File: src/include/pinball_defs.svh
`ifndef PINBALL_DEFS_SVH
`define PINBALL_DEFS_SVH

`define SCREEN_W 640
`define SCREEN_H 480
`define BALL_INIT_X 320
`define BALL_INIT_Y 40
`define BALL_SIZE 16
`define FIX_SHIFT 4
`define GRAVITY 3
`define OBST_X0 100
`define OBST_Y0 250
`define OBST_X1 180
`define OBST_Y1 290
`define FLIP_Y 440
`define FLIP_X0 240
`define FLIP_X1 400
`define MIN_FRAME_PERIOD 8
`define DEFAULT_PERIOD 1000   // frame period out of reset.

`define REG_CTRL 8'h00
`define REG_KICK 8'h04
`define REG_PERIOD 8'h08
`define REG_POS 8'h0C

`endif
File: src/logic/pinballPkg.sv
`include "pinball_defs.svh"

package pinballPkg;

	typedef struct packed {
		logic psel;
		logic penable;
		logic pwrite;
		logic [7:0] paddr;
		logic [31:0] pwdata;
	} apbReq;

	typedef struct packed {
		logic pready;
		logic pslverr;
		logic [31:0] prdata;
	} apbRsp;

	// edgeCode is one-hot: top, left, bottom, right face of the obstacle.
	typedef struct packed {
		logic borderTop;
		logic borderLeft;
		logic borderRight;
		logic flipper;
		logic obstacle;
		logic [3:0] edgeCode;
	} hitFlags;

	typedef struct packed {
		logic pause;
		logic levelReset;   // one cycle pulse.
		logic signed [31:0] flipperKickX;
		logic [15:0] framePeriod;
	} ballCfg;

	typedef struct packed {
		logic signed [10:0] x;
		logic signed [10:0] y;
	} ballPos;

	typedef enum logic [7:0] {
		addrCtrl = `REG_CTRL,
		addrKick = `REG_KICK,
		addrPeriod = `REG_PERIOD,
		addrPos = `REG_POS
	} regAddr;

endpackage

File: src/logic/pinballTop.sv
module pinballTop import pinballPkg::*; (
	input	logic		clk,
	input	logic		resetN,
	input	apbReq		apbIn,
	output	apbRsp		apbOut,
	input	logic		flipperUp,
	output	ballPos		ball,
	output	logic		frameStart
);

	ballCfg cfg;
	hitFlags hits;
	logic periodWritten;

	pinballRegs regs (
		.clk			(clk),
		.resetN			(resetN),
		.req			(apbIn),
		.rsp			(apbOut),
		.ball			(ball),
		.cfg			(cfg),
		.periodWritten	(periodWritten)
	);

	frameTicker ticker (
		.clk			(clk),
		.resetN			(resetN),
		.framePeriod	(cfg.framePeriod),
		.restart		(periodWritten),
		.frameStart		(frameStart)
	);

	ballCollision collision (
		.ball			(ball),
		.flipperUp		(flipperUp),
		.hits			(hits)
	);

	ballController controller (
		.clk			(clk),
		.resetN			(resetN),
		.frameStart		(frameStart),
		.hits			(hits),
		.cfg			(cfg),
		.ball			(ball)
	);

endmodule

File: src/logic/pinballRegs.sv
`include "pinball_defs.svh"

module pinballRegs import pinballPkg::*; (
	input	logic		clk,
	input	logic		resetN,
	input	apbReq		req,
	output	apbRsp		rsp,
	input	ballPos		ball,
	output	ballCfg		cfg,
	output	logic		periodWritten
);

	logic access;
	logic addrValid;
	logic doWrite;
	logic [15:0] periodIn;

	assign access = req.psel && req.penable;
	assign doWrite = access && req.pwrite && addrValid;

	assign rsp.pready = access;   // no wait states.
	assign rsp.pslverr = access && !addrValid;

	always_comb begin
		addrValid = 1'b1;
		rsp.prdata = 32'd0;
		case (req.paddr)
			addrCtrl: rsp.prdata = {31'd0, cfg.pause};
			addrKick: rsp.prdata = cfg.flipperKickX;
			addrPeriod: rsp.prdata = {16'd0, cfg.framePeriod};
			addrPos: rsp.prdata = {5'd0, ball.y, 5'd0, ball.x};
			default: addrValid = 1'b0;
		endcase
	end

	// short periods are raised to the minimum.
	assign periodIn = (req.pwdata[15:0] < 16'(`MIN_FRAME_PERIOD)) ?
		16'(`MIN_FRAME_PERIOD) : req.pwdata[15:0];

	always_ff @(posedge clk or negedge resetN) begin
		if (!resetN) begin
			cfg.pause <= 1'b0;
			cfg.levelReset <= 1'b0;
			cfg.flipperKickX <= 32'sd0;
			cfg.framePeriod <= 16'(`DEFAULT_PERIOD);
			periodWritten <= 1'b0;
		end
		else begin
			cfg.levelReset <= doWrite && (req.paddr == addrCtrl) && req.pwdata[1];
			periodWritten <= doWrite && (req.paddr == addrPeriod);
			if (doWrite) begin
				case (req.paddr)
					addrCtrl: cfg.pause <= req.pwdata[0];
					addrKick: cfg.flipperKickX <= req.pwdata;
					addrPeriod: cfg.framePeriod <= periodIn;
					default: ;   // pos is read only.
				endcase
			end
		end
	end

endmodule

File: src/logic/ballController.sv
`include "pinball_defs.svh"

module ballController import pinballPkg::*; (
	input	logic		clk,
	input	logic		resetN,
	input	logic		frameStart,
	input	hitFlags	hits,
	input	ballCfg		cfg,
	output	ballPos		ball
);

	int xSpeed;
	int ySpeed;
	int xFix;
	int yFix;

	logic bounceY;
	logic bounceX;
	logic flipperHit;

	// speed sign guards keep a long contact from flipping twice.
	assign flipperHit = hits.flipper && (ySpeed > 0);
	assign bounceY = (hits.borderTop && (ySpeed < 0))
		|| (hits.obstacle && hits.edgeCode[2] && (ySpeed < 0))
		|| (hits.obstacle && hits.edgeCode[0] && (ySpeed > 0));
	assign bounceX = (hits.borderLeft && (xSpeed < 0))
		|| (hits.borderRight && (xSpeed > 0))
		|| (hits.obstacle && hits.edgeCode[3] && (xSpeed < 0))
		|| (hits.obstacle && hits.edgeCode[1] && (xSpeed > 0));

	always_ff @(posedge clk or negedge resetN) begin
		if (!resetN) begin
			ySpeed <= 0;
			yFix <= `BALL_INIT_Y << `FIX_SHIFT;
		end
		else if (cfg.levelReset) begin
			ySpeed <= 0;
			yFix <= `BALL_INIT_Y << `FIX_SHIFT;
		end
		else if (!cfg.pause) begin
			if (frameStart) begin
				yFix <= yFix + ySpeed;
				ySpeed <= ySpeed + `GRAVITY;
			end
			else if (bounceY || flipperHit) begin
				ySpeed <= -ySpeed;
			end
		end
	end

	always_ff @(posedge clk or negedge resetN) begin
		if (!resetN) begin
			xSpeed <= 0;
			xFix <= `BALL_INIT_X << `FIX_SHIFT;
		end
		else if (cfg.levelReset) begin
			xSpeed <= 0;
			xFix <= `BALL_INIT_X << `FIX_SHIFT;
		end
		else if (!cfg.pause) begin
			if (frameStart) begin
				xFix <= xFix + xSpeed;
			end
			else if (bounceX) begin
				xSpeed <= -xSpeed;
			end
			else if (flipperHit) begin
				xSpeed <= xSpeed + cfg.flipperKickX;   // kick sideways.
			end
		end
	end

	assign ball.x = 11'(xFix >>> `FIX_SHIFT);
	assign ball.y = 11'(yFix >>> `FIX_SHIFT);

endmodule

File: src/logic/ballCollision.sv
`include "pinball_defs.svh"

module ballCollision import pinballPkg::*; (
	input	ballPos		ball,
	input	logic		flipperUp,
	output	hitFlags	hits
);

	int left;
	int top;
	int right;
	int bottom;
	int penTop;
	int penBottom;
	int penLeft;
	int penRight;
	logic overlap;

	always_comb begin
		left = ball.x;
		top = ball.y;
		right = left + `BALL_SIZE;   // one past the last pixel.
		bottom = top + `BALL_SIZE;

		hits.borderTop = (top <= 0);
		hits.borderLeft = (left <= 0);
		hits.borderRight = (right >= `SCREEN_W);

		// flipper zone only counts while the pin is held.
		hits.flipper = flipperUp && (bottom >= `FLIP_Y) && (top < `SCREEN_H)
			&& (right > `FLIP_X0) && (left < `FLIP_X1);

		overlap = (right > `OBST_X0) && (left < `OBST_X1)
			&& (bottom > `OBST_Y0) && (top < `OBST_Y1);
		hits.obstacle = overlap;

		penTop = bottom - `OBST_Y0;
		penBottom = `OBST_Y1 - top;
		penLeft = right - `OBST_X0;
		penRight = `OBST_X1 - left;

		// face of least penetration wins.
		hits.edgeCode = 4'b0000;
		if (overlap) begin
			if ((penTop <= penBottom) && (penTop <= penLeft) && (penTop <= penRight))
				hits.edgeCode = 4'b0001;
			else if ((penBottom <= penLeft) && (penBottom <= penRight))
				hits.edgeCode = 4'b0100;
			else if (penLeft <= penRight)
				hits.edgeCode = 4'b0010;
			else
				hits.edgeCode = 4'b1000;
		end
	end

endmodule

File: src/logic/frameTicker.sv
`include "pinball_defs.svh"

module frameTicker (
	input	logic			clk,
	input	logic			resetN,
	input	logic	[15:0]	framePeriod,
	input	logic			restart,
	output	logic			frameStart
);

	logic [15:0] count;

	always_ff @(posedge clk or negedge resetN) begin
		if (!resetN) begin
			count <= 16'(`DEFAULT_PERIOD - 1);
			frameStart <= 1'b0;
		end
		else if (restart) begin
			count <= framePeriod - 16'd1;   // new period takes effect now.
			frameStart <= 1'b0;
		end
		else if (count == 16'd0) begin
			count <= framePeriod - 16'd1;
			frameStart <= 1'b1;
		end
		else begin
			count <= count - 16'd1;
			frameStart <= 1'b0;
		end
	end

endmodule

File: config.mk
export PLATFORM = sky130hd
export DESIGN_NAME = pinballTop
export DESIGN_NICKNAME = d
export VERILOG_FILES = /design/src/logic/pinballPkg.sv /design/src/logic/pinballTop.sv /design/src/logic/pinballRegs.sv /design/src/logic/ballController.sv /design/src/logic/ballCollision.sv /design/src/logic/frameTicker.sv
export VERILOG_INCLUDE_DIRS = /design/src /design/src/include
export SDC_FILE = /design/constraint.sdc
export NUM_CORES = 1
export LEC_CHECK = 0
export BUFFER_PORTS_ARGS = -buffer_cell sky130_fd_sc_hd__buf_4
export CORE_UTILIZATION = 34
export DETAILED_ROUTE_END_ITERATION = 7
export GPL_ROUTABILITY_DRIVEN = 0
export PLACE_DENSITY = 0.48
export SKIP_CTS_REPAIR_TIMING = 1
export SLEW_MARGIN = 20
export SYNTH_ARGS = -nofsm -noshare
export SYNTH_HDL_FRONTEND = slang
export SYNTH_HIERARCHICAL = 1
export SYNTH_SLANG_ARGS = --single-unit
File: constraint.sdc
create_clock -name clk -period 7.5 [get_ports clk]
set_clock_uncertainty 0.1 [all_clocks]
set_input_delay 0.375 -clock clk [delete_from_list [all_inputs] [get_ports clk]]
set_output_delay 0.375 -clock clk [all_outputs]
set_load 0.1 [all_outputs]
==> impl_metrics.ini <==
[outcome]
status = complete, no violations

[pwr]
sw_ratio_pct = 31.5
power_density_nw_per_um2 = 132
internal_power_mw = 1.55
report.power.total_mw = 2.26
combPwrFrac_pct = 16.4
seq_power_share_pct = 43.3
leakagePower_nw = 7.55
clock_power_share_pct = 40.2
vdd.ir_drop.worst_mv = 0.138
power.net_switching_uw = 711

[drt]
drt_pre_antenna_iters = 5
route.detailed.drc = 0
routed_wl_um = 49400
viasPerCell = 5.62
drt.antenna.violating_nets = 0
routedWlPerCell_um = 20.1
routed-via-count = 13858
drt-initial-drc-count = 999

[placement]
dp.final_hpwl_um = 38000
placedCellCount = 2431
buffer_ports.inserted = 102

[synthesis]
synth.most_common_cell = sky130_fd_sc_hd__ha_1
synthesis.area_per_instance_um2 = 8.49
ys_seq_elements = 162
netlist_area_um2 = 15400
synth_enable_flop_cells = 0
synth_top_area_cell = sky130_fd_sc_hd__dfrtp_1
synth_cell_type_count = 107
synth_largest_type_area_fraction_pct = 23.4
synth_seq_area_share_pct = 26.4
mappedNetlistNets = 2016
synth_top_flop_cell = sky130_fd_sc_hd__dfrtp_1
synth_common_cells = 149 x sky130_fd_sc_hd__ha_1, 146 x sky130_fd_sc_hd__nor2_1, 144 x sky130_fd_sc_hd__dfrtp_1, 144 x sky130_fd_sc_hd__nand2_1, 135 x sky130_fd_sc_hd__a21oi_1
post_synth_inst_count = 1818
yosys-top-cells-area = sky130_fd_sc_hd__dfrtp_1 23%, sky130_fd_sc_hd__ha_1 12%, sky130_fd_sc_hd__xnor2_1 5.4%
synthesis.yosys.warnings = 6
async_reset_ff_share_pct = 100

[clocking]
ctsLongestPathBuffers = 2
clock_transition_at_path_regs_ns = 0.07
cts_root_buf = sky130_fd_sc_hd__clkbuf_16
cts.sink_count = 162
cts-htree-levels = 4
clock_insertion_delay_worst_skew_ns = 0.48
clock_tree_from_tritoncts = done
numCtsBuffers = 17

[critical_path]
path_max_fanout = 22
minimum_setup_slack_among_reg_to_reg_paths_ns = 1.35
critPathLaunch = controller/xFix[9]$_DFFE_PN0P_
endpoint = controller/xSpeed[31]$_DFFE_PN0P_
arrival_ns = 6.39
regToRegStartpoint = controller/xFix[9]$_DFFE_PN0P_
timing.reg2reg.worst_path_depth = 21
worst_setup_sp_type = flop
timing.critical_path.to_type = flop
reg2reg_to = controller/xSpeed[31]$_DFFE_PN0P_
criticalPathCategory = reg2reg
required_ns = 7.74

[cells_and_area]
drive_above_1_share_pct = 15.6
antenna_cells_inserted = 0
fin_cells = 2464
num-nets-final = 2057
area_delta_synth_final_pct = 11.0

[sta]
fin_crit_share_pct = 82.0
setup-tns-final_ns = 0
fmaxAchievable_mhz = 163
final_max_slew_viol_count = 0
number_of_setup_violations_in_the_final_report = 0
grt_setup_unrepaired = no
final_hold_violation_count = 0
final_period_minus_worst_setup_slack_ns = 6.15
timing_worst_slew_pin_value_ns = 1.06
slew_headroom_pct = 28.8

[floorplan]
core_um2 = 44500
die_w_um = 215
chipHeight_um = 215
rows = 77
io-pin-count = 103
fp.dieArea_um2 = 46200
effective_utilization_at_floorplan_pct = 34.7

[global_route]
gr-usage-all-layers_pct = 21.6
vias_in_the_first_global_route = 13461
maximum_number_of_pins_on_one_net_before_global_route_repair = 64
grt_pass1_wl_um = 77900
grt_antenna_before_repair = 0
grt-ovfl-total = 0

[flow_run]
cap_viol_max_count = 0

[min_path]
timing.hold.worst.class = in2reg
area by class of cell:
type                    count  area, µm²
fillers                  4597      27400
flip-flops and latches    162       4080
clock buffers              19        443
multi-input cells        1477      10500
clock inverters            13        144
well taps                 592        741
repair buffers            121        915
inverters                  80        300
per-layer routing:
metal  GRT usage (%)  share of wire [%]  vias to the layer above  wire (µm)
met5               0                  0                        -          0
met4            4.82                1.4                        0        697
met3            3.34                4.2                       40       2090
met2            35.4                 47                      328      23000
met1            29.8                 48                     6750      23600
li1                -                  -                     6740          -
worst max-delay path: stages, from the launching register on:
cell and delay [ns]:
sky130_fd_sc_hd__dfrtp_1 0.74, sky130_fd_sc_hd__ha_1 0.56, sky130_fd_sc_hd__nand2_1 0.23, sky130_fd_sc_hd__nor3_1 0.19
sky130_fd_sc_hd__nand2_1 0.09, sky130_fd_sc_hd__xor2_1 0.36, sky130_fd_sc_hd__xnor2_2 0.22, sky130_fd_sc_hd__inv_2 0.09
sky130_fd_sc_hd__ha_1 0.31, sky130_fd_sc_hd__nand3_1 0.10, sky130_fd_sc_hd__a21oi_1 0.11, sky130_fd_sc_hd__o21ai_0 0.09
sky130_fd_sc_hd__a21oi_1 0.25, sky130_fd_sc_hd__maj3_2 0.28, sky130_fd_sc_hd__o21ai_2 0.08, sky130_fd_sc_hd__nor4b_2 0.33
sky130_fd_sc_hd__a21oi_1 0.11, sky130_fd_sc_hd__a21oi_1 0.39, sky130_fd_sc_hd__nand2_2 0.27, sky130_fd_sc_hd__o31a_2 0.54
sky130_fd_sc_hd__a222oi_1 0.41, sky130_fd_sc_hd__o211ai_1 0.13
flip-flops by register name (all words and copies together), names as in the netlist:
| register | flops |
|---|---|
| controller/ySpeed | 32 |
| ticker/frameStart | 1 |
| regs/periodWritten | 1 |
| controller/xSpeed | 32 |
| controller/yFix | 15 |
| controller/xFix | 15 |
| ticker/count | 16 |
| regs/cfg | 50 |
power groups by stage:
stage | clock, mW | combinational [mW] | sequential (mW)
2_1_floorplan | 0 | 0.266 | 0.973
3_3_place_gp | 0 | 0.366 | 0.995
3_5_place_dp | 0 | 0.370 | 0.994
4_1_cts | 0.941 | 0.372 | 0.978
5_1_grt | 0.971 | 0.410 | 0.986
6_report | 0.910 | 0.372 | 0.980
worst min-delay path by stage:
stage,depth (start not counted),from,end
after detailed placement,1,resetN,ticker/count[11]$_DFF_PN0_
after CTS,1,resetN,ticker/count[11]$_DFF_PN0_
final,2,apbIn[16],regs/cfg[32]$_DFFE_PN0P_
after floorplan,0,resetN,controller/xFix[0]$_DFFE_PN0P_
after global placement,1,resetN,ticker/count[11]$_DFF_PN0_
after global routing,2,apbIn[31],regs/cfg[47]$_DFFE_PN0P_
metrics by stage:
step	util, %	hold slack, ns	worst slack [ns]	instance area, µm²
after floorplan	-	-0.0206	2.40	15400
after global placement	37.1	0.265	1.51	16500
after detailed placement	37.1	0.260	1.41	16500
after CTS	38.5	-0.269	1.37	17100
after global routing	38.5	0.00370	0.828	17100
final	38.5	0.0286	1.35	17100
cells in the final DEF (no fill, tap or decap), drive strengths merged, types with 9 or more instances in the layout:
| cell | instances |
|---|---|
| a22o | 16 |
| a21o | 31 |
| o21a | 13 |
| o31a | 10 |
| xnor2 | 96 |
| and2 | 16 |
| o22ai | 13 |
| nor2b | 14 |
| o21ai | 104 |
| nor2 | 148 |
| a21oi | 135 |
| nand3 | 64 |
| o31ai | 12 |
| and3 | 15 |
| o221ai | 9 |
| a31oi | 19 |
| o21bai | 10 |
| dfrtp | 144 |
| clkbuf | 19 |
| ha | 149 |
| buf | 120 |
| dfstp | 18 |
| nand2 | 146 |
| o211ai | 17 |
| nand2b | 11 |
| mux2 | 57 |
| nor4 | 33 |
| nor3 | 66 |
| mux2i | 20 |
| a211oi | 23 |
| a22oi | 21 |
| inv | 87 |
| xor2 | 44 |
| nand4 | 18 |
| or3 | 29 |
| or2 | 13 |
kinds of logic (layout without fill, tap and decap cells):
kind of cell    count (synthesis)  count (layout)  synth area share [%]
compound gates                494             494                  21.3
xor+xnor                      140             140                  8.00
fa+ha+maj                     153             153                  12.5
buf+inv                       179             233                  5.51
flops                         162             162                  26.4
mux                            78              78                  5.63
simple gates                  612             612                  20.6
(Power assumes the default switching activity.)
